==> src/hdl/blob_params.svh <==
`ifndef BLOB_PARAMS_SVH
`define BLOB_PARAMS_SVH

// raster size, fixed at build time
`define FRAME_W 640
`define FRAME_H 480

// classifier defaults
`define RED_THRESH_DEFAULT 10
`define BG_MAX 5 // max green/blue nibble for a red pixel

// detection limits
`define MIN_ROW_RED 6   // red pixels for an active row
`define MIN_ACT_ROWS 6  // active rows for a present object
`define BEST_ROW_MIN 10 // a best row must beat this count

`define DIV_W 19 // divider and accumulator width

`endif

==> src/hdl/pixel_pkg.sv <==
`include "blob_params.svh"
`default_nettype none

package pixel_pkg;

    // 4:4:4 rgb, red in the top nibble
    typedef logic [11:0] color_t;

    typedef logic [3:0] nibble_t;

    // raster row or column
    typedef logic [10:0] coord_t;

    // pixel counts per row, active rows per frame
    typedef logic [9:0] count_t;

    // column and row sums, sized to the divider
    typedef logic [`DIV_W-1:0] sum_t;

endpackage

`default_nettype wire

==> src/hdl/wb_pkg.sv <==
`default_nettype none

package wb_pkg;

    typedef logic [2:0] wb_adr_t; // word address
    typedef logic [31:0] wb_dat_t;

    // register map
    typedef enum wb_adr_t {
        STATUS = 3'd0, // bit 0 present, bit 1 new
        ROW    = 3'd1,
        COL    = 3'd2,
        FRAMES = 3'd3,
        THRESH = 3'd4  // the only writable one
    } reg_addr_e;

endpackage

`default_nettype wire

==> src/hdl/blob_if.sv <==
`default_nettype none

// one detection result per frame
interface blob_if;

    logic              valid; // single-cycle strobe
    logic              present;
    pixel_pkg::coord_t row;
    pixel_pkg::coord_t col;

    modport source (
        output valid, present, row, col
    );

    modport sink (
        input valid, present, row, col
    );

endinterface

`default_nettype wire

==> src/hdl/pixel_stream_if.sv <==
`default_nettype none

// classified pixel with its raster position
interface pixel_stream_if;

    logic              dval;
    logic              red;
    pixel_pkg::coord_t col;
    pixel_pkg::coord_t row;

    modport source (
        output dval, red, col, row
    );

    modport sink (
        input dval, red, col, row
    );

endinterface

`default_nettype wire

==> src/hdl/blob_regs.sv <==
`include "blob_params.svh"
`default_nettype none

module blob_regs (
    input  wire logic            iCLK,
    input  wire logic            iRST,
    input  wire logic            cyc,
    input  wire logic            stb,
    input  wire logic            we,
    input  wire wb_pkg::wb_adr_t adr,
    input  wire wb_pkg::wb_dat_t dat_w,
    output wb_pkg::wb_dat_t      dat_r,
    output logic                 ack,
    blob_if.sink                 blob,
    output pixel_pkg::nibble_t   thresh
);

    localparam int NIB_W = $bits(pixel_pkg::nibble_t);

    logic              req;       // new access, not yet acked
    logic              rd_status;
    logic              new_flag;  // sticky until STATUS is read
    logic              present_r;
    pixel_pkg::coord_t row_r, col_r;
    wb_pkg::wb_dat_t   frames_r;
    wb_pkg::wb_dat_t   rd_data;

    assign req       = cyc && stb && !ack;
    assign rd_status = req && !we && (adr == wb_pkg::STATUS);

    always_comb begin
        case (adr)
            wb_pkg::STATUS: rd_data = {30'd0, new_flag, present_r};
            wb_pkg::ROW:    rd_data = wb_pkg::wb_dat_t'(row_r);
            wb_pkg::COL:    rd_data = wb_pkg::wb_dat_t'(col_r);
            wb_pkg::FRAMES: rd_data = frames_r;
            wb_pkg::THRESH: rd_data = wb_pkg::wb_dat_t'(thresh);
            default:        rd_data = '0; // unmapped
        endcase
    end

    always_ff @(posedge iCLK or negedge iRST) begin
        if (!iRST) begin
            ack       <= 1'b0;
            new_flag  <= 1'b0;
            present_r <= 1'b0;
            row_r     <= '0;
            col_r     <= '0;
            frames_r  <= '0;
            thresh    <= pixel_pkg::nibble_t'(`RED_THRESH_DEFAULT);
        end else begin
            ack <= req;
            if (blob.valid) begin
                row_r     <= blob.row;
                col_r     <= blob.col;
                present_r <= blob.present;
                frames_r  <= frames_r + 1'b1;
                new_flag  <= 1'b1; // wins over a clearing read
            end else if (rd_status) begin
                new_flag <= 1'b0;
            end
            if (req && we && adr == wb_pkg::THRESH)
                thresh <= dat_w[NIB_W-1:0];
        end
    end

    // read data captured with ack, held only while ack is high
    always_ff @(posedge iCLK) begin
        if (req)
            dat_r <= rd_data;
    end

    a_ack_single : assert property (
        @(posedge iCLK) disable iff (!iRST)
        ack |=> !ack
    ) else $error("ack held for two cycles");

endmodule

`default_nettype wire

==> src/hdl/blob_tracker_top.sv <==
`default_nettype none

module blob_tracker_top (
    input  wire logic              iCLK,
    input  wire logic              iRST,
    input  wire pixel_pkg::color_t color,
    input  wire logic              dval,
    input  wire logic              wb_cyc,
    input  wire logic              wb_stb,
    input  wire logic              wb_we,
    input  wire wb_pkg::wb_adr_t   wb_adr,
    input  wire wb_pkg::wb_dat_t   wb_dat_w,
    output wb_pkg::wb_dat_t        wb_dat_r,
    output logic                   wb_ack
);

    pixel_pkg::nibble_t thresh; // from the register file

    pixel_stream_if pix_bus ();
    blob_if         blob_bus ();

    color_classifier color_classifier_inst (
        .iCLK   (iCLK),
        .iRST   (iRST),
        .color  (color),
        .dval   (dval),
        .thresh (thresh),
        .pix    (pix_bus.source)
    );

    // grouping and centroid division
    group_detection group_detection_inst (
        .iCLK (iCLK),
        .iRST (iRST),
        .pix  (pix_bus.sink),
        .blob (blob_bus.source)
    );

    blob_regs blob_regs_inst (
        .iCLK   (iCLK),
        .iRST   (iRST),
        .cyc    (wb_cyc),
        .stb    (wb_stb),
        .we     (wb_we),
        .adr    (wb_adr),
        .dat_w  (wb_dat_w),
        .dat_r  (wb_dat_r),
        .ack    (wb_ack),
        .blob   (blob_bus.sink),
        .thresh (thresh)
    );

endmodule

`default_nettype wire

==> src/hdl/color_classifier.sv <==
`include "blob_params.svh"
`default_nettype none

module color_classifier (
    input  wire logic               iCLK,
    input  wire logic               iRST,
    input  wire pixel_pkg::color_t  color,
    input  wire logic               dval,
    input  wire pixel_pkg::nibble_t thresh,
    pixel_stream_if.source          pix
);

    localparam pixel_pkg::coord_t LAST_COL = pixel_pkg::coord_t'(`FRAME_W - 1);
    localparam pixel_pkg::coord_t LAST_ROW = pixel_pkg::coord_t'(`FRAME_H - 1);

    pixel_pkg::nibble_t r_n, g_n, b_n;
    pixel_pkg::coord_t  col_cnt;  // position of the incoming pixel
    pixel_pkg::coord_t  row_cnt;
    logic               is_red;

    assign r_n = color[11:8];
    assign g_n = color[7:4];
    assign b_n = color[3:0];

    // strong red with little green and blue
    assign is_red = (r_n >= thresh)
                 && (g_n <= pixel_pkg::nibble_t'(`BG_MAX))
                 && (b_n <= pixel_pkg::nibble_t'(`BG_MAX));

    // raster counters, advance on valid pixels only
    always_ff @(posedge iCLK or negedge iRST) begin
        if (!iRST) begin
            col_cnt  <= '0;
            row_cnt  <= '0;
            pix.dval <= 1'b0;
        end else begin
            pix.dval <= dval;
            if (dval) begin
                if (col_cnt == LAST_COL) begin
                    col_cnt <= '0;
                    row_cnt <= (row_cnt == LAST_ROW) ? '0 : row_cnt + 1'b1;
                end else begin
                    col_cnt <= col_cnt + 1'b1;
                end
            end
        end
    end

    always_ff @(posedge iCLK) begin
        if (dval) begin
            pix.red <= is_red;
            pix.col <= col_cnt; // position of this pixel, not the next
            pix.row <= row_cnt;
        end
    end

    a_col_range : assert property (
        @(posedge iCLK) disable iff (!iRST)
        pix.dval |-> (pix.col < pixel_pkg::coord_t'(`FRAME_W))
    ) else $error("column out of frame: %0d", pix.col);

endmodule

`default_nettype wire

==> src/hdl/group_detection.sv <==
`include "blob_params.svh"
`default_nettype none

module group_detection (
    input  wire logic     iCLK,
    input  wire logic     iRST,
    pixel_stream_if.sink  pix,
    blob_if.source        blob
);

    localparam int CRD_W = $bits(pixel_pkg::coord_t);

    typedef enum logic [1:0] {IDLE, DIV_COL, DIV_ROW, DONE} state_e;

    state_e state;

    logic row_end, frame_end, first_row;
    logic row_active, better;

    // current row
    pixel_pkg::count_t row_cnt, cnt_base, cnt_nx;
    pixel_pkg::sum_t   row_csum, csum_base, csum_nx;

    // current frame
    pixel_pkg::count_t act_rows, act_base, act_nx;
    pixel_pkg::sum_t   rsum, rsum_base, rsum_nx;
    pixel_pkg::count_t best_cnt, bcnt_base, bcnt_nx;
    pixel_pkg::sum_t   best_sum, bsum_base, bsum_nx;

    // frame totals held for the divider
    pixel_pkg::sum_t   snap_csum, snap_rsum;
    pixel_pkg::count_t snap_ccnt, snap_acnt;
    logic              snap_present;

    logic            div_start, div_done;
    pixel_pkg::sum_t div_dividend, div_divisor, div_quot;

    assign row_end   = pix.dval && (pix.col == pixel_pkg::coord_t'(`FRAME_W - 1));
    assign frame_end = row_end && (pix.row == pixel_pkg::coord_t'(`FRAME_H - 1));
    assign first_row = (pix.row == '0);

    // next values include the pixel now on the bus
    always_comb begin
        cnt_base  = (pix.col == '0) ? '0 : row_cnt;
        csum_base = (pix.col == '0) ? '0 : row_csum;
        cnt_nx    = cnt_base + pixel_pkg::count_t'(pix.red);
        csum_nx   = pix.red ? csum_base + pixel_pkg::sum_t'(pix.col) : csum_base;

        // row 0 restarts the frame totals
        act_base  = first_row ? '0 : act_rows;
        rsum_base = first_row ? '0 : rsum;
        bcnt_base = first_row ? pixel_pkg::count_t'(`BEST_ROW_MIN) : best_cnt;
        bsum_base = first_row ? '0 : best_sum;

        row_active = (cnt_nx >= pixel_pkg::count_t'(`MIN_ROW_RED));
        act_nx     = act_base + pixel_pkg::count_t'(row_active);
        rsum_nx    = row_active ? rsum_base + pixel_pkg::sum_t'(pix.row) : rsum_base;

        better  = (cnt_nx > bcnt_base); // ties keep the earlier row
        bcnt_nx = better ? cnt_nx : bcnt_base;
        bsum_nx = better ? csum_nx : bsum_base;
    end

    always_ff @(posedge iCLK or negedge iRST) begin
        if (!iRST) begin
            row_cnt  <= '0;
            row_csum <= '0;
            act_rows <= '0;
            rsum     <= '0;
            best_cnt <= '0;
            best_sum <= '0;
        end else if (pix.dval) begin
            row_cnt  <= cnt_nx;
            row_csum <= csum_nx;
            if (row_end) begin
                act_rows <= act_nx;
                rsum     <= rsum_nx;
                best_cnt <= bcnt_nx;
                best_sum <= bsum_nx;
            end
        end
    end

    // next frame may accumulate while these are divided
    always_ff @(posedge iCLK) begin
        if (frame_end) begin
            snap_csum    <= bsum_nx;
            snap_ccnt    <= bcnt_nx;
            snap_rsum    <= rsum_nx;
            snap_acnt    <= act_nx;
            snap_present <= (act_nx >= pixel_pkg::count_t'(`MIN_ACT_ROWS));
        end
    end

    always_ff @(posedge iCLK or negedge iRST) begin
        if (!iRST) begin
            state     <= IDLE;
            div_start <= 1'b0;
        end else begin
            div_start <= 1'b0;
            case (state)
                IDLE: begin
                    if (frame_end) begin
                        state     <= DIV_COL;
                        div_start <= 1'b1; // operands valid next cycle
                    end
                end
                DIV_COL: begin
                    if (div_done) begin
                        state     <= DIV_ROW;
                        div_start <= 1'b1;
                    end
                end
                DIV_ROW: begin
                    if (div_done)
                        state <= DONE;
                end
                DONE:    state <= IDLE;
                default: state <= IDLE;
            endcase
        end
    end

    assign div_dividend = (state == DIV_ROW) ? snap_rsum : snap_csum;
    assign div_divisor  = (state == DIV_ROW) ? pixel_pkg::sum_t'(snap_acnt)
                                             : pixel_pkg::sum_t'(snap_ccnt);

    seq_divider seq_divider_inst (
        .iCLK     (iCLK),
        .iRST     (iRST),
        .start    (div_start),
        .dividend (div_dividend),
        .divisor  (div_divisor),
        .quotient (div_quot),
        .done     (div_done)
    );

    // a zero divisor forces 0
    always_ff @(posedge iCLK) begin
        if (state == DIV_COL && div_done)
            blob.col <= (snap_ccnt == '0) ? '0 : div_quot[CRD_W-1:0];
        if (state == DIV_ROW && div_done) begin
            blob.row     <= (snap_acnt == '0) ? '0 : div_quot[CRD_W-1:0];
            blob.present <= snap_present;
        end
    end

    assign blob.valid = (state == DONE);

    a_frame_idle : assert property (
        @(posedge iCLK) disable iff (!iRST)
        frame_end |-> (state == IDLE)
    ) else $error("frame end while division still running");

endmodule

`default_nettype wire

==> src/hdl/seq_divider.sv <==
`include "blob_params.svh"
`default_nettype none

module seq_divider (
    input  wire logic            iCLK,
    input  wire logic            iRST,
    input  wire logic            start,
    input  wire pixel_pkg::sum_t dividend,
    input  wire pixel_pkg::sum_t divisor,
    output pixel_pkg::sum_t      quotient,
    output logic                 done
);

    localparam int CW = $clog2(`DIV_W + 1);

    logic [CW-1:0]     steps;    // quotient bits still to go
    logic              busy;
    logic [`DIV_W-1:0] rem;
    pixel_pkg::sum_t   dvsr;
    logic [`DIV_W:0]   shifted;  // remainder plus next dividend bit
    logic [`DIV_W+1:0] diff;     // msb is the borrow

    assign shifted = {rem, quotient[`DIV_W-1]};
    assign diff    = {1'b0, shifted} - {2'b00, dvsr};

    always_ff @(posedge iCLK or negedge iRST) begin
        if (!iRST) begin
            busy  <= 1'b0;
            steps <= '0;
            done  <= 1'b0;
        end else begin
            done <= 1'b0; // single-cycle pulse
            if (start) begin
                busy  <= 1'b1;
                steps <= CW'(`DIV_W);
            end else if (busy) begin
                steps <= steps - 1'b1;
                if (steps == CW'(1)) begin
                    busy <= 1'b0;
                    done <= 1'b1;
                end
            end
        end
    end

    // dividend shifts out the top while quotient bits shift in
    always_ff @(posedge iCLK) begin
        if (start) begin
            rem      <= '0;
            dvsr     <= divisor;
            quotient <= dividend;
        end else if (busy) begin
            if (diff[`DIV_W+1]) begin // negative trial, restore
                rem      <= shifted[`DIV_W-1:0];
                quotient <= {quotient[`DIV_W-2:0], 1'b0};
            end else begin
                rem      <= diff[`DIV_W-1:0];
                quotient <= {quotient[`DIV_W-2:0], 1'b1};
            end
        end
    end

endmodule

`default_nettype wire

==> config.mk <==
export PLATFORM = sky130hd
export DESIGN_NAME = blob_tracker_top
export DESIGN_NICKNAME = d
export VERILOG_FILES = /design/src/hdl/pixel_pkg.sv /design/src/hdl/wb_pkg.sv /design/src/hdl/blob_if.sv /design/src/hdl/pixel_stream_if.sv /design/src/hdl/blob_regs.sv /design/src/hdl/blob_tracker_top.sv /design/src/hdl/color_classifier.sv /design/src/hdl/group_detection.sv /design/src/hdl/seq_divider.sv
export VERILOG_INCLUDE_DIRS = /design/src /design/src/hdl
export SDC_FILE = /design/constraint.sdc
export NUM_CORES = 1
export LEC_CHECK = 0
export ABC_CLOCK_PERIOD_IN_PS = 8100
export BUFFER_PORTS_ARGS = -buffer_cell sky130_fd_sc_hd__buf_2
export CAP_MARGIN = 30
export CORE_MARGIN = 2
export CORE_UTILIZATION = 38
export CTS_CLUSTER_DIAMETER = 50
export DETAILED_ROUTE_END_ITERATION = 8
export GPL_TIMING_DRIVEN = 0
export HOLD_SLACK_MARGIN = 0.05
export PLACE_DENSITY_LB_ADDON = 0.25
export SLEW_MARGIN = 10
export SYNTH_ARGS = -nofsm -noshare
export SYNTH_HDL_FRONTEND = slang
export SYNTH_SLANG_ARGS = --single-unit
==> constraint.sdc <==
create_clock -name iCLK -period 8.1 [get_ports iCLK]
set_input_delay 1.62 -clock iCLK [delete_from_list [all_inputs] [get_ports iCLK]]
set_output_delay 1.62 -clock iCLK [all_outputs]
set_load 0.03 [all_outputs]
* Yosys cells after proc, flatten, opt, wreduce, memory -nomap -nowiden *
Index checks and enable logic that the tools add are counted.

storage, ports and cells
  RAM bits = 0
  flip-flop bits (word level) = 375
  bits in latches = 0
  memories kept = 0
  bits in read-only memories = 0
  word-level logic and storage cells = 127

operators by class
  shifts and indexed selects = 0
  $lt $le $gt $ge = 6
  mux-type cells = 36
  bitwise operators = 0
  add/sub/neg operators = 9
  reductions and logical operators = 25
  divide/modulo/power cells = 0
  equal/unequal tests = 15
  $mul = 0

operators with widths
  operator                                                             number
  2-to-1 mux 19 bit                                                    10
  one-hot mux 32 bit (5 select lines)                                  1
  2-to-1 mux 10 bit                                                    5
  adder 19 x 11 -> 19 bit                                              2
  adder 32 x 1 -> 32 bit (second input constant)                       1
  adder 11 x 1 -> 11 bit (second input constant)                       2
  == test 11 x 10 -> 1 bit (second input constant)                     2
  == test 11 x 9 -> 1 bit (second input constant)                      2
  logical NOT 11 bit                                                   2
  2-to-1 mux 11 bit                                                    2
  subtractor 20 x 19 -> 21 bit                                         1
  adder 10 x 1 -> 10 bit                                               2
  greater-or-equal comparator 10 x 3 -> 1 bit (second input constant)  2
  logical NOT 10 bit                                                   2
  logical AND 1 bit                                                    12
  2-to-1 mux 1 bit                                                     11
  > comparator 10 bit                                                  1
  2-to-1 mux 5 bit                                                     2
  less-or-equal comparator 4 x 3 -> 1 bit (second input constant)      2
  one-hot mux 2 bit (4 select lines)                                   1
  == test 3 x 2 -> 1 bit (second input constant)                       2
  2-to-1 mux 2 bit                                                     3
  == test 5 x 1 -> 1 bit (second input constant)                       1
  subtractor 5 x 1 -> 5 bit (second input constant)                    1
  14 further kinds                                                     19

* Depth between registers and ports, before layout *
Gate-level depths: netlist (run 1).

  depth in word-level cells = 6
  mapped depth = 22
  gate-level depth less buffers = 18

* Cells and area by module *
A second synthesis (run 1) with hierarchy kept.

second synthesis, totals
  cell total of the unflattened synthesis = 1640
  area total of the unflattened synthesis = 18830.6 sq um

by module, submodules not included
  module            times used  cells each  area each (sq um)
  group_detection   1           875         9371.5
  blob_regs         1           297         4041.4
  seq_divider       1           323         3500.9
  color_classifier  1           145         1916.8

* Least setup slack after synthesis (run 1) *
OpenSTA, ideal clock, no wires.

  path kind = flip-flop to flip-flop
  from = reg color_classifier_inst.pix.col[7]
  to = reg group_detection_inst.state[0]
  slack = 1907 ps
  stages on the path, launching flop included = 7
  setup time = 67 ps
  arrival = 6127 ps
  required time = 8033 ps
  period minus slack after synthesis = 6193 ps
  path through = edfxtp_1 or3_1 or4_1 nor3_1 inv_1 a21oi_1 o32a_1

between the ends
  longest elaborated chain between the ends = 5

ends and longest elaborated chain
  element                             RTL line                RTL
  start: declaration                  pixel_stream_if.sv:12   output dval, red, col, row
  start signal: assignment            color_classifier.sv:52  pix.col <= col_cnt;
  == test 11 x 10 -> 1 bit            group_detection.sv:38   assign row_end = pix.dval && (pix.col == pixel_pkg::coord_t'(`FRAME_W - 1));
  logical AND 1 bit                   group_detection.sv:38
  logical AND 1 bit                   group_detection.sv:39   assign frame_end = row_end && (pix.row == pixel_pkg::coord_t'(`FRAME_H - 1));
  via group_detection_inst.frame_end  group_detection.sv:17   logic row_end, frame_end, first_row;
  != test 2 x 1 -> 1 bit (no line)    --
  AND reduction 3 bit (no line)       --
  end signal: assignment              group_detection.sv:97   state <= IDLE;
  end signal: assignment              group_detection.sv:104  state <= DIV_COL;
  end signal: assignment              group_detection.sv:110  state <= DIV_ROW;
  end: declaration                    group_detection.sv:15   state_e state;

The timed path passes the listed nets, and every way through them passes these cells.
A chain may end at the register's enable or synchronous reset.

* Worst setup path after layout (run 1) *
  from = reg color_classifier_inst.pix.col[1]
  to = reg group_detection_inst.snap_present (data pin)

between the ends
  longest elaborated chain between the ends = 6

ends and longest elaborated chain
  element                                      RTL line               RTL
  logical NOT 11 bit                           group_detection.sv:44  cnt_base = (pix.col == '0) ? '0 : row_cnt;
  2-to-1 mux 10 bit                            group_detection.sv:44
  adder 10 x 1 -> 10 bit                       group_detection.sv:46  cnt_nx = cnt_base + pixel_pkg::count_t'(pix.red);
  greater-or-equal comparator 10 x 3 -> 1 bit  group_detection.sv:55  row_active = (cnt_nx >= pixel_pkg::count_t'(`MIN_ROW_RED));
  adder 10 x 1 -> 10 bit                       group_detection.sv:56  act_nx = act_base + pixel_pkg::count_t'(row_active);
  via group_detection_inst.act_nx[6]           group_detection.sv:25  pixel_pkg::count_t act_rows, act_base, act_nx;
  greater-or-equal comparator 10 x 3 -> 1 bit  group_detection.sv:91  snap_present <= (act_nx >= pixel_pkg::count_t'(`MIN_ACT_ROWS));
  end signal: assignment                       group_detection.sv:91
  end: declaration                             group_detection.sv:33  logic snap_present;

The timed path passes the listed nets, and every way through them passes these cells.

==> impl_metrics.env, run 1 <==
export IMPL_end_kind="flop"
export IMPL_crit_arrival_ns=6.06
export IMPL_power_leakage_nw=8.48
export IMPL_wirelength_um=39800
export IMPL_area_growth_pct=15.2
export IMPL_cp_cell_sequence="nor4_1 -> nand3_1 -> clkbuf_1 -> clkbuf_1 -> and2_1 -> ha_1 -> ha_1 -> or3_1 -> a21oi_1 -> nor3_1 -> a2111oi_0 -> nand2_1 -> buf_2 -> buf_2 -> ha_1 -> ha_1 -> nand3_1 -> or3_1 -> a21oi_1 -> nor3_1 -> nand4_1"
export IMPL_r2r_end="group_detection_inst.snap_present"
export IMPL_finalSetupViolCount=0
export IMPL_ys_warn_count=0
export IMPL_fin_crit_ns=5.78
export IMPL_worst_r2r_cell_count=21
export IMPL_cpMostUsedCell="ha_1"
export IMPL_synth_edf_count=166
export IMPL_place_congestion=0.851
export IMPL_ir_drop_v=0.000145
export IMPL_hold_depth=0
export IMPL_cts_setup_buffers=0
export IMPL_dp_hpwl_um=28200
export IMPL_utilization=0.442
export IMPL_die_h_um=220
export IMPL_cts_clk_slew_worst_paths_ns=0.06
export IMPL_pre_cts_slack_ns=2.34
export IMPL_period_share=0.714
export IMPL_synthTopCellsByArea="edfxtp_1 (28%), dfrtp_1 (25%), mux2_2 (4.2%)"
export IMPL_cap_violations=0
export IMPL_first_global_vias=12000
export IMPL_initialDrtViolationCount=845
export IMPL_grt_pass1_wl_um=64700
export IMPL_ctsHtreeMaxLevel=2
export IMPL_rows=79
export IMPL_clock_skew_final_ns=0.0180
export IMPL_firstDrtPassIters=5
export IMPL_diodes=0
export IMPL_start_kind="flop"
export IMPL_fillers=4377
export IMPL_synth_area_um2=17700
export IMPL_dieArea_um2=48400
export IMPL_setup_slack_ns=2.32
export IMPL_clk_path_buf_depth=3
export IMPL_outcome="finished, final reports clean"
export IMPL_start_util=0.383
export IMPL_avgSynthCellArea_um2=11.2
export IMPL_die_w_um=220
export IMPL_critPathBufInv=4
export IMPL_critPathMaxFanout=10
export IMPL_holdBufCountCts=0
export IMPL_clkLatencyLatePin_ns=0.57
export IMPL_cp_top_family="simple AND/OR/NAND/NOR gates"
export IMPL_max_clock_freq_mhz=173
export IMPL_slew_violations=0
export IMPL_post_drt_wl_per_cell_um=17.0
export IMPL_via_count=12200
export IMPL_vias_per_cell=5.23
export IMPL_cts_resized=0
export IMPL_r2r_start="color_classifier_inst.pix.col[1]"
export IMPL_syn_inst=1585
export IMPL_synth_cell_types=67
export IMPL_relSlewSlack=0.504
export IMPL_max_stage_delay_ns=0.52
export IMPL_num_io_pins=86
export IMPL_cts_sinks=366
export IMPL_ys_flop_type="dfrtp_1"
export IMPL_finalHoldViolCount=0
export IMPL_grt_max_degree=104
export IMPL_layout_nets=1808
export IMPL_rsz0062_at_grt="false"
export IMPL_layout_drive_gt1_share=0.132
export IMPL_min_path_type="flop to flop"
export IMPL_crit_start="color_classifier_inst.pix.col[1]"
export IMPL_r2r_setup_slack_ns=2.32
export IMPL_synth_most_common_cell="dfrtp_1"
export IMPL_synth_seq_cells=366
export IMPL_antenna_found_initial=0
export IMPL_drc_errors=0
export IMPL_critical_path_class="flop to flop"
export IMPL_ant_nets=0
export IMPL_grt_usage=0.168
export IMPL_syn_nets=1698
export IMPL_crit_slowest_cell="nor4_1"
export IMPL_hp_start="group_detection_inst.snap_present"
export IMPL_yosys_area_top_type="edfxtp_1"
export IMPL_critPathRequiredTime_ns=8.37
export IMPL_netlist_top_cells_count="dfrtp_1 (179), edfxtp_1 (166), nand2_1 (145)"
export IMPL_worstMarginPinSlew_ns=0.743
export IMPL_synth_top_area_share=0.281
export IMPL_cts_tree="built"
export IMPL_hold_path_end="group_detection_inst.blob.present"
export IMPL_synthArstFlopShare=0.495
export IMPL_overflow=0
export IMPL_yosysSeqAreaShare=0.558
export IMPL_p_per_area_nw_per_um2=280
export IMPL_root_buffer="clkbuf_16"
export IMPL_cts_made_buffers=46
export IMPL_portBuffers=54
export IMPL_core_um2=46300
worst reg2reg max path, stage by stage, from the launching register on:
cell and delay (ns):
edfxtp_1 0.46, nor4_1 0.52, nand3_1 0.25, clkbuf_1 0.29
clkbuf_1 0.30, and2_1 0.24, ha_1 0.25, ha_1 0.27
or3_1 0.34, a21oi_1 0.17, nor3_1 0.06, a2111oi_0 0.41
nand2_1 0.20, buf_2 0.25, buf_2 0.22, ha_1 0.24
ha_1 0.22, nand3_1 0.17, or3_1 0.13, a21oi_1 0.10
nor3_1 0.22, nand4_1 0.20
worst max-delay path by stage:
stage	endpoint	slack [ns]	cells after the start
after global placement	group_detection_inst.state[0]	-0.16	7
after floorplan	group_detection_inst.state[0]	1.91	6
after CTS	group_detection_inst.snap_present	2.33	21
after global routing	group_detection_inst.snap_present	1.78	21
after detailed placement	group_detection_inst.snap_present	2.34	21
final	group_detection_inst.snap_present	2.32	21
report_power, final:
group	internal [mW]	switching, mW
registers	2.16	0.125
logic	0.546	0.849
clock network	1.21	0.838
total	3.92	1.81
cell families after synthesis:
| family | synth area share |
|---|---|
| simple gates | 0.150 |
| flops | 0.558 |
| compound gates | 0.107 |
| buf+inv | 0.0285 |
| mux | 0.0650 |
| xor+xnor | 0.0464 |
| fa+ha+maj | 0.0449 |
sequential cells by signal, summed over array words and instances, names as in the netlist, 11 cells and up:
name,count
group_detection_inst.blob.row,11
group_detection_inst.snap_csum,19
blob_regs_inst.dat_r,32
group_detection_inst.seq_divider_inst.rem,19
blob_regs_inst.col_r,11
group_detection_inst.snap_rsum,19
color_classifier_inst.pix.col,11
group_detection_inst.best_sum,19
blob_regs_inst.frames_r,32
group_detection_inst.row_csum,19
color_classifier_inst.pix.row,11
blob_regs_inst.row_r,11
group_detection_inst.blob.col,11
color_classifier_inst.row_cnt,11
group_detection_inst.seq_divider_inst.quotient,19
color_classifier_inst.col_cnt,11
group_detection_inst.rsum,19
layer usage:
layer | GRT usage | up-vias | wire, µm
met3 | 0.0301 | 58 | 1530
met5 | 0 | - | 0
li1 | - | 5964 | -
met2 | 0.275 | 209 | 19000
met1 | 0.230 | 6008 | 18400
met4 | 0.0450 | 0 | 792
metrics by stage:
step | total power, mW | std cells | cell area, µm² | TNS [ns] | hold slack, ns
global placement | 3.67 | 2246 | 18800 | -0.308 | 0.447
detailed placement | 3.72 | 2254 | 18900 | 0 | 0.448
CTS | 5.79 | 2340 | 20400 | 0 | 0.460
floorplan | 3.28 | 1585 | 17700 | 0 | 0.400
finish | 5.73 | 2340 | 20400 | 0 | 0.460
global route | 6.03 | 2340 | 20400 | 0 | 0.469
area by class of cell:
cell class / instances / area (µm²) / area share
Timing Repair Buffer: 62 / 399 / 0.0195
Clock inverter: 26 / 279 / 0.0137
Tap cell: 607 / 759 / 0.0372
Inverter: 56 / 210 / 0.0103
Clock buffer: 60 / 1250 / 0.0613
Sequential cell: 366 / 9900 / 0.484
Buffer: 70 / 295 / 0.0144
Multi-Input combinational cell: 1093 / 7340 / 0.359
cells in the final DEF (no fill, tap or decap), types with 8 or more instances in the layout:
| cell type | n |
|---|---|
| a21oi_1 | 78 |
| xor2_1 | 34 |
| nor4_1 | 14 |
| a22o_1 | 12 |
| inv_6 | 9 |
| nand3_1 | 56 |
| ha_1 | 57 |
| nand4_1 | 22 |
| nand2b_1 | 20 |
| o2bb2ai_1 | 17 |
| or3_1 | 9 |
| a21o_1 | 18 |
| mux2_2 | 66 |
| nor2b_1 | 14 |
| mux2i_1 | 41 |
| o21a_1 | 11 |
| o31ai_1 | 11 |
| clkbuf_1 | 60 |
| or4_1 | 12 |
| nor2_1 | 119 |
| a211oi_1 | 10 |
| nor3_1 | 19 |
| o211ai_1 | 9 |
| a22oi_1 | 14 |
| buf_1 | 8 |
| dfrtp_1 | 179 |
| edfxtp_1 | 166 |
| inv_1 | 56 |
| xnor2_1 | 60 |
| clkbuf_16 | 46 |
| nand2_1 | 145 |
| o21ai_0 | 65 |
| and3_1 | 46 |
| buf_2 | 61 |
| dfxtp_1 | 19 |
| and2_1 | 47 |
Power figures use the tool's default switching activity.
==> run 2, diff against run 1 <==
--- a/config.mk
+++ b/config.mk
@@ -6,7 +6,7 @@
 export SDC_FILE = /design/constraint.sdc
 export NUM_CORES = 1
 export LEC_CHECK = 0
-export ABC_CLOCK_PERIOD_IN_PS = 8100
+export ABC_CLOCK_PERIOD_IN_PS = 4960
 export BUFFER_PORTS_ARGS = -buffer_cell sky130_fd_sc_hd__buf_2
 export CAP_MARGIN = 30
 export CORE_MARGIN = 2
==> constraint.sdc (replaced) <==
create_clock -name iCLK -period 4.96 [get_ports iCLK]
set_input_delay 0.992 -clock iCLK [delete_from_list [all_inputs] [get_ports iCLK]]
set_output_delay 0.992 -clock iCLK [all_outputs]
set_load 0.03 [all_outputs]
==> run 2 against run 1 <==
Compared with the run above:
- sequential share of layout area fell by 0.60 points
- utilization increased by 0.55 points
- cell count increased by 0.47%
- die area did not move
- count of clock-buffer cells in the layout is 2 lower
- flip-flop and latch count unchanged
- via count is 0.33% higher
- clock power up 67%
- clock skew increased by 0.0059 ns
- highest routed layer unchanged
==> impl_metrics.env, run 2 (synthesis results as in run 1) <==
export IMPL_outcome="finished, final reports clean"
export IMPL_cap_violations=0
export IMPL_root_buffer="clkbuf_16"
export IMPL_post_drt_wl_per_cell_um=17.1
export IMPL_end_kind="flop"
export IMPL_drc_errors=0
export IMPL_critPathMaxFanout=10
export IMPL_crit_arrival_ns=5.05
export IMPL_first_global_vias=12100
export IMPL_place_congestion=0.833
export IMPL_relSlewSlack=0.449
export IMPL_crit_start="color_classifier_inst.pix.col[3]"
export IMPL_area_sequential_um2=9900
export IMPL_min_path_type="primary input to asynchronous set/reset pin"
export IMPL_finalSetupViolCount=0
export IMPL_ir_drop_v=0.000262
export IMPL_clkLatencyLatePin_ns=0.59
export IMPL_clock_skew_final_ns=0.0239
export IMPL_grt_max_degree=95
export IMPL_initialDrtViolationCount=797
export IMPL_fillers=4287
export IMPL_die_h_um=220
export IMPL_mostFrequentLayoutCells="dfrtp_1 (179), edfxtp_1 (166), nand2_1 (145)"
export IMPL_wirelength_um=40300
export IMPL_critPathRequiredTime_ns=5.23
export IMPL_largestRegisters="blob_regs_inst.dat_r (32), blob_regs_inst.frames_r (32)"
export IMPL_power_mw=9.49
export IMPL_area_growth_pct=16.7
export IMPL_dieArea_um2=48400
export IMPL_layout_drive_gt1_share=0.148
export IMPL_mostFrequentLayoutCell="dfrtp_1"
export IMPL_rows=79
export IMPL_dp_hpwl_um=28600
export IMPL_rsz0062_at_grt="false"
export IMPL_start_util=0.383
export IMPL_p_per_area_nw_per_um2=458
export IMPL_worst_r2r_cell_count=20
export IMPL_diodes=0
export IMPL_power_leakage_nw=8.60
export IMPL_portBuffers=54
export IMPL_max_clock_freq_mhz=209
export IMPL_core_um2=46300
export IMPL_finalSetupTns_ns=0
export IMPL_layout_nets=1821
export IMPL_grt_pass1_wl_um=64800
export IMPL_slew_violations=0
export IMPL_setup_slack_ns=0.177
export IMPL_clk_path_buf_depth=3
export IMPL_ctsHtreeMaxLevel=2
export IMPL_start_kind="flop"
export IMPL_endpoint="group_detection_inst.snap_csum[17]"
export IMPL_firstDrtPassIters=4
export IMPL_grt_usage=0.169
export IMPL_r2r_start="color_classifier_inst.pix.col[3]"
export IMPL_worstMarginPinSlew_ns=0.824
export IMPL_period_share=0.964
export IMPL_multi_input_area_um2=7440
export IMPL_critical_path_class="flop to flop"
export IMPL_r2r_setup_slack_ns=0.18
export IMPL_r2r_end="group_detection_inst.snap_csum[17]"
export IMPL_pre_cts_slack_ns=-0.780
export IMPL_cts_tree="built"
export IMPL_finalHoldViolCount=0
export IMPL_fin_crit_ns=4.78
export IMPL_cts_made_buffers=45
export IMPL_die_w_um=220
export IMPL_via_count=12300
export IMPL_overflow=0
export IMPL_cts_sinks=366
export IMPL_vias_per_cell=5.22
export IMPL_num_io_pins=86
export IMPL_ant_nets=0
export IMPL_antenna_found_initial=1
export IMPL_cts_clk_slew_worst_paths_ns=0.06
## run 2: cell count changes in the layout (fill, tap and decap cells not counted), moves of 2 or more
cell | previous run | this run
ha_2 | 0 | 2
nor4_1 | 14 | 12
bufinv_16 | 3 | 6
nor3_1 | 19 | 17
a21oi_1 | 78 | 76
nand3_1 | 56 | 54
ha_1 | 57 | 54
buf_8 | 2 | 4
buf_4 | 2 | 18
inv_6 | 9 | 4
clkbuf_1 | 60 | 54
clkbuf_2 | 0 | 3
nor4_4 | 0 | 2
nand3_2 | 0 | 2
## run 2: layout make-up
type,instances,area share
sequential,366,0.478
buffer,69,0.0151
tap,607,0.0367
clock inverter,25,0.0166
inverter,56,0.0102
clock buffer,58,0.0587
multi-input combinational,1093,0.360
timing repair buffer,77,0.0249
## run 2: stage by stage
step           area, µm²  cells  hold WS, ns  utilization
6_report           20700   2351        0.391        0.447
5_1_grt            20700   2351        0.454        0.447
2_1_floorplan      17700   1585        0.400            -
3_5_place_dp       18900   2251        0.462        0.408
3_3_place_gp       18800   2246        0.452        0.406
4_1_cts            20600   2347        0.413        0.446
## run 2: per-layer routing
metal	up-vias	GRT usage	part of all wire
met3	59	0.0255	0.035
met5	-	0	0
li1	5995	-	-
met2	189	0.284	0.49
met4	0	0.0544	0.022
met1	6036	0.224	0.46
## run 2: how the worst min path moves through the flow
stage | depth (start not counted) | from | to | slack (ns)
6_report | 1 | iRST | color_classifier_inst.col_cnt[3] | 0.39
2_1_floorplan | 0 | group_detection_inst.snap_present | group_detection_inst.blob.present | 0.40
5_1_grt | 1 | iRST | color_classifier_inst.col_cnt[3] | 0.45
3_5_place_dp | 1 | blob_regs_inst.frames_r[31] | blob_regs_inst.frames_r[31] | 0.46
4_1_cts | 1 | iRST | color_classifier_inst.col_cnt[3] | 0.41
3_3_place_gp | 2 | group_detection_inst.rsum[4] | group_detection_inst.rsum[4] | 0.45
## run 2: worst max-delay path, stage by stage, from the launching register on
cell      delay [ns]
edfxtp_1        0.41
nor4_4          0.07
nand3_2         0.09
buf_6           0.14
clkbuf_4        0.22
and2_1          0.15
ha_2            0.23
ha_2            0.26
inv_1           0.10
or4_1           0.57
a21oi_4         0.28
ha_4            0.19
inv_1           0.04
a211o_1         0.27
a22o_1          0.20
a21o_1          0.17
maj3_2          0.36
buf_2           0.22
buf_2           0.22
nand3_1         0.10
o21ai_0         0.18
## run 2: timing repair
| action | in CTS | in global routing |
|---|---|---|
| endpoints found under the setup margin | 72 | 26 |
| hold buffers | 0 | 0 |
| endpoints found under the hold margin | 0 | 0 |
| setup buffers | 13 | 5 |
| pin swaps | 2 | 8 |
| resized for setup | 18 | 14 |
## run 2: where the power goes
part / switching [mW] / total [mW] / leakage (nW) / internal (mW)
Sequential: 0.203 / 3.73 / 4.12 / 3.53
Clock: 1.35 / 3.42 / 0.749 / 2.07
Combinational: 1.39 / 2.34 / 3.73 / 0.947
==> run 3, diff against run 2 <==
--- a/config.mk
+++ b/config.mk
@@ -9,13 +9,14 @@
 export ABC_CLOCK_PERIOD_IN_PS = 4960
 export BUFFER_PORTS_ARGS = -buffer_cell sky130_fd_sc_hd__buf_2
 export CAP_MARGIN = 30
-export CORE_MARGIN = 2
+export CORE_MARGIN = 1
 export CORE_UTILIZATION = 38
 export CTS_CLUSTER_DIAMETER = 50
 export DETAILED_ROUTE_END_ITERATION = 8
 export GPL_TIMING_DRIVEN = 0
 export HOLD_SLACK_MARGIN = 0.05
 export PLACE_DENSITY_LB_ADDON = 0.25
+export REMOVE_ABC_BUFFERS = 1
 export SLEW_MARGIN = 10
 export SYNTH_ARGS = -nofsm -noshare
 export SYNTH_HDL_FRONTEND = slang
==> run 3 against run 2 <==
Compared with the run above:
- non-clock buffer count down 64
- via count fell by 2.1%
- worst setup slack improved by 0.0040 ns
- cell count down 3.0%
- sequential share of layout area is 0.68 points higher
- critical path depth shrank 5
- fmax is essentially flat
==> impl_metrics.env, run 3 (synthesis results as in run 1) <==
export IMPL_end_kind="flop"
export IMPL_max_clock_freq_mhz=209
export IMPL_final_cells=2281
export IMPL_area_growth_pct=15.1
export IMPL_place_congestion=0.799
export IMPL_cts_clk_slew_worst_paths_ns=0.06
export IMPL_mostFrequentLayoutCells="dfrtp_1 (177), edfxtp_1 (166), nand2_1 (145)"
export IMPL_clock_skew_final_ns=0.0272
export IMPL_ctsHtreeMaxLevel=2
export IMPL_holdBufCountCts=0
export IMPL_firstDrtPassIters=5
export IMPL_num_io_pins=86
export IMPL_finalHoldViolCount=0
export IMPL_clkLatencyLatePin_ns=0.56
export IMPL_pre_cts_slack_ns=-1.04
export IMPL_ir_drop_v=0.000243
export IMPL_slew_violations=0
export IMPL_rsz0062_at_grt="false"
export IMPL_die_w_um=218
export IMPL_drc_errors=0
export IMPL_power_leakage_nw=8.46
export IMPL_ant_nets=0
export IMPL_cts_tree="built"
export IMPL_finalSetupTns_ns=0
export IMPL_wirelength_um=37600
export IMPL_dp_hpwl_um=25500
export IMPL_core_um2=45700
export IMPL_fin_crit_ns=4.78
export IMPL_cap_violations=0
export IMPL_critPathMaxFanout=25
export IMPL_root_buffer="clkbuf_16"
export IMPL_grt_usage=0.162
export IMPL_rows=78
export IMPL_post_drt_wl_per_cell_um=16.5
export IMPL_first_global_vias=12000
export IMPL_grt_max_degree=102
export IMPL_start_kind="flop"
export IMPL_mostFrequentLayoutCell="dfrtp_1"
export IMPL_largestRegisters="blob_regs_inst.dat_r (32), blob_regs_inst.frames_r (32)"
export IMPL_outcome="finished, final reports clean"
export IMPL_critPathRequiredTime_ns=5.21
export IMPL_clk_path_buf_depth=3
export IMPL_grt_pass1_wl_um=62300
export IMPL_cts_made_buffers=44
export IMPL_antenna_found_initial=1
export IMPL_initialDrtViolationCount=853
export IMPL_layout_drive_gt1_share=0.148
export IMPL_worstMarginPinSlew_ns=0.893
export IMPL_crit_arrival_ns=5.02
export IMPL_setup_slack_ns=0.181
export IMPL_critical_path_class="flop to flop"
export IMPL_power_mw=9.22
export IMPL_relSlewSlack=0.400
export IMPL_fillers=4267
export IMPL_min_path_type="primary input to asynchronous set/reset pin"
export IMPL_via_count=12000
export IMPL_vias_per_cell=5.27
export IMPL_start_util=0.388
export IMPL_dieArea_um2=47500
export IMPL_p_per_area_nw_per_um2=452
export IMPL_period_share=0.963
export IMPL_dp_cells=2190
export IMPL_portBuffers=55
export IMPL_finalSetupViolCount=0
export IMPL_die_h_um=218
export IMPL_layout_nets=1758
export IMPL_timing_hold_ws_ns=0.423
export IMPL_overflow=0
export IMPL_cts_sinks=366
export IMPL_diodes=0
[run 3: routing by layer]
layer	GRT usage	vias to the layer above	wire length (µm)
met5	0	-	0
met4	0.0543	0	982
met3	0.0226	64	1270
met2	0.266	209	18000
met1	0.219	5884	17400
li1	-	5861	-
[run 3: cell type report]
cell class | count | area, µm² | area share
Clock buffer | 57 | 1190 | 0.0584
Clock inverter | 25 | 267 | 0.0131
Inverter | 56 | 210 | 0.0103
Multi-Input combinational cell | 1095 | 7470 | 0.366
Sequential cell | 366 | 9900 | 0.485
Tap cell | 600 | 751 | 0.0368
Timing Repair Buffer | 82 | 623 | 0.0305
[run 3: timing repair]
item | CTS | global route
gates cloned | 2 | 0
pin swaps | 3 | 2
buffers inserted | 3 | 4
setup endpoints to repair | 77 | 63
resized for setup | 8 | 10
[run 3: final timing paths]
| check | from | end | slack, ns | depth (start not counted) |
|---|---|---|---|---|
| hold / removal | iRST | color_classifier_inst.row_cnt[9] | 0.42 | 1 |
| setup reg to reg | color_classifier_inst.pix.col[9] | group_detection_inst.snap_ccnt[5] | 0.18 | 15 |
| min in group iCLK | blob_regs_inst.frames_r[31] | blob_regs_inst.frames_r[31] | 0.46 | 1 |
| hold reg to reg | blob_regs_inst.frames_r[31] | blob_regs_inst.frames_r[31] | 0.46 | 1 |
| setup / recovery | color_classifier_inst.pix.col[9] | group_detection_inst.snap_ccnt[5] | 0.18 | 15 |
| max in group asynchronous | iRST | group_detection_inst.div_start | 3.46 | 2 |
[run 3: per-stage QoR]
step | area, µm² | utilization
floorplan | 17400 | -
global placement | 18500 | 0.404
detailed placement | 18800 | 0.411
CTS | 20300 | 0.445
global route | 20400 | 0.447
finish | 20400 | 0.447
[run 3: critical path, cell delays in order (launching register included)]
cell and delay, ns:
edfxtp_1 0.50, nor4_4 0.42, nand3_4 0.20, and2_1 0.22
ha_1 0.24, ha_1 0.28, xnor2_1 0.59, ha_1 0.24
nand4_1 0.11, a21oi_1 0.14, o21ai_0 0.09, a22o_1 0.21
a21o_1 0.23, maj3_4 0.50, inv_1 0.28, o21ai_0 0.21
[run 3: power by group]
part / switching [mW] / internal (mW)
Combinational: 1.33 / 0.942
Sequential: 0.202 / 3.53
Clock: 1.29 / 1.93
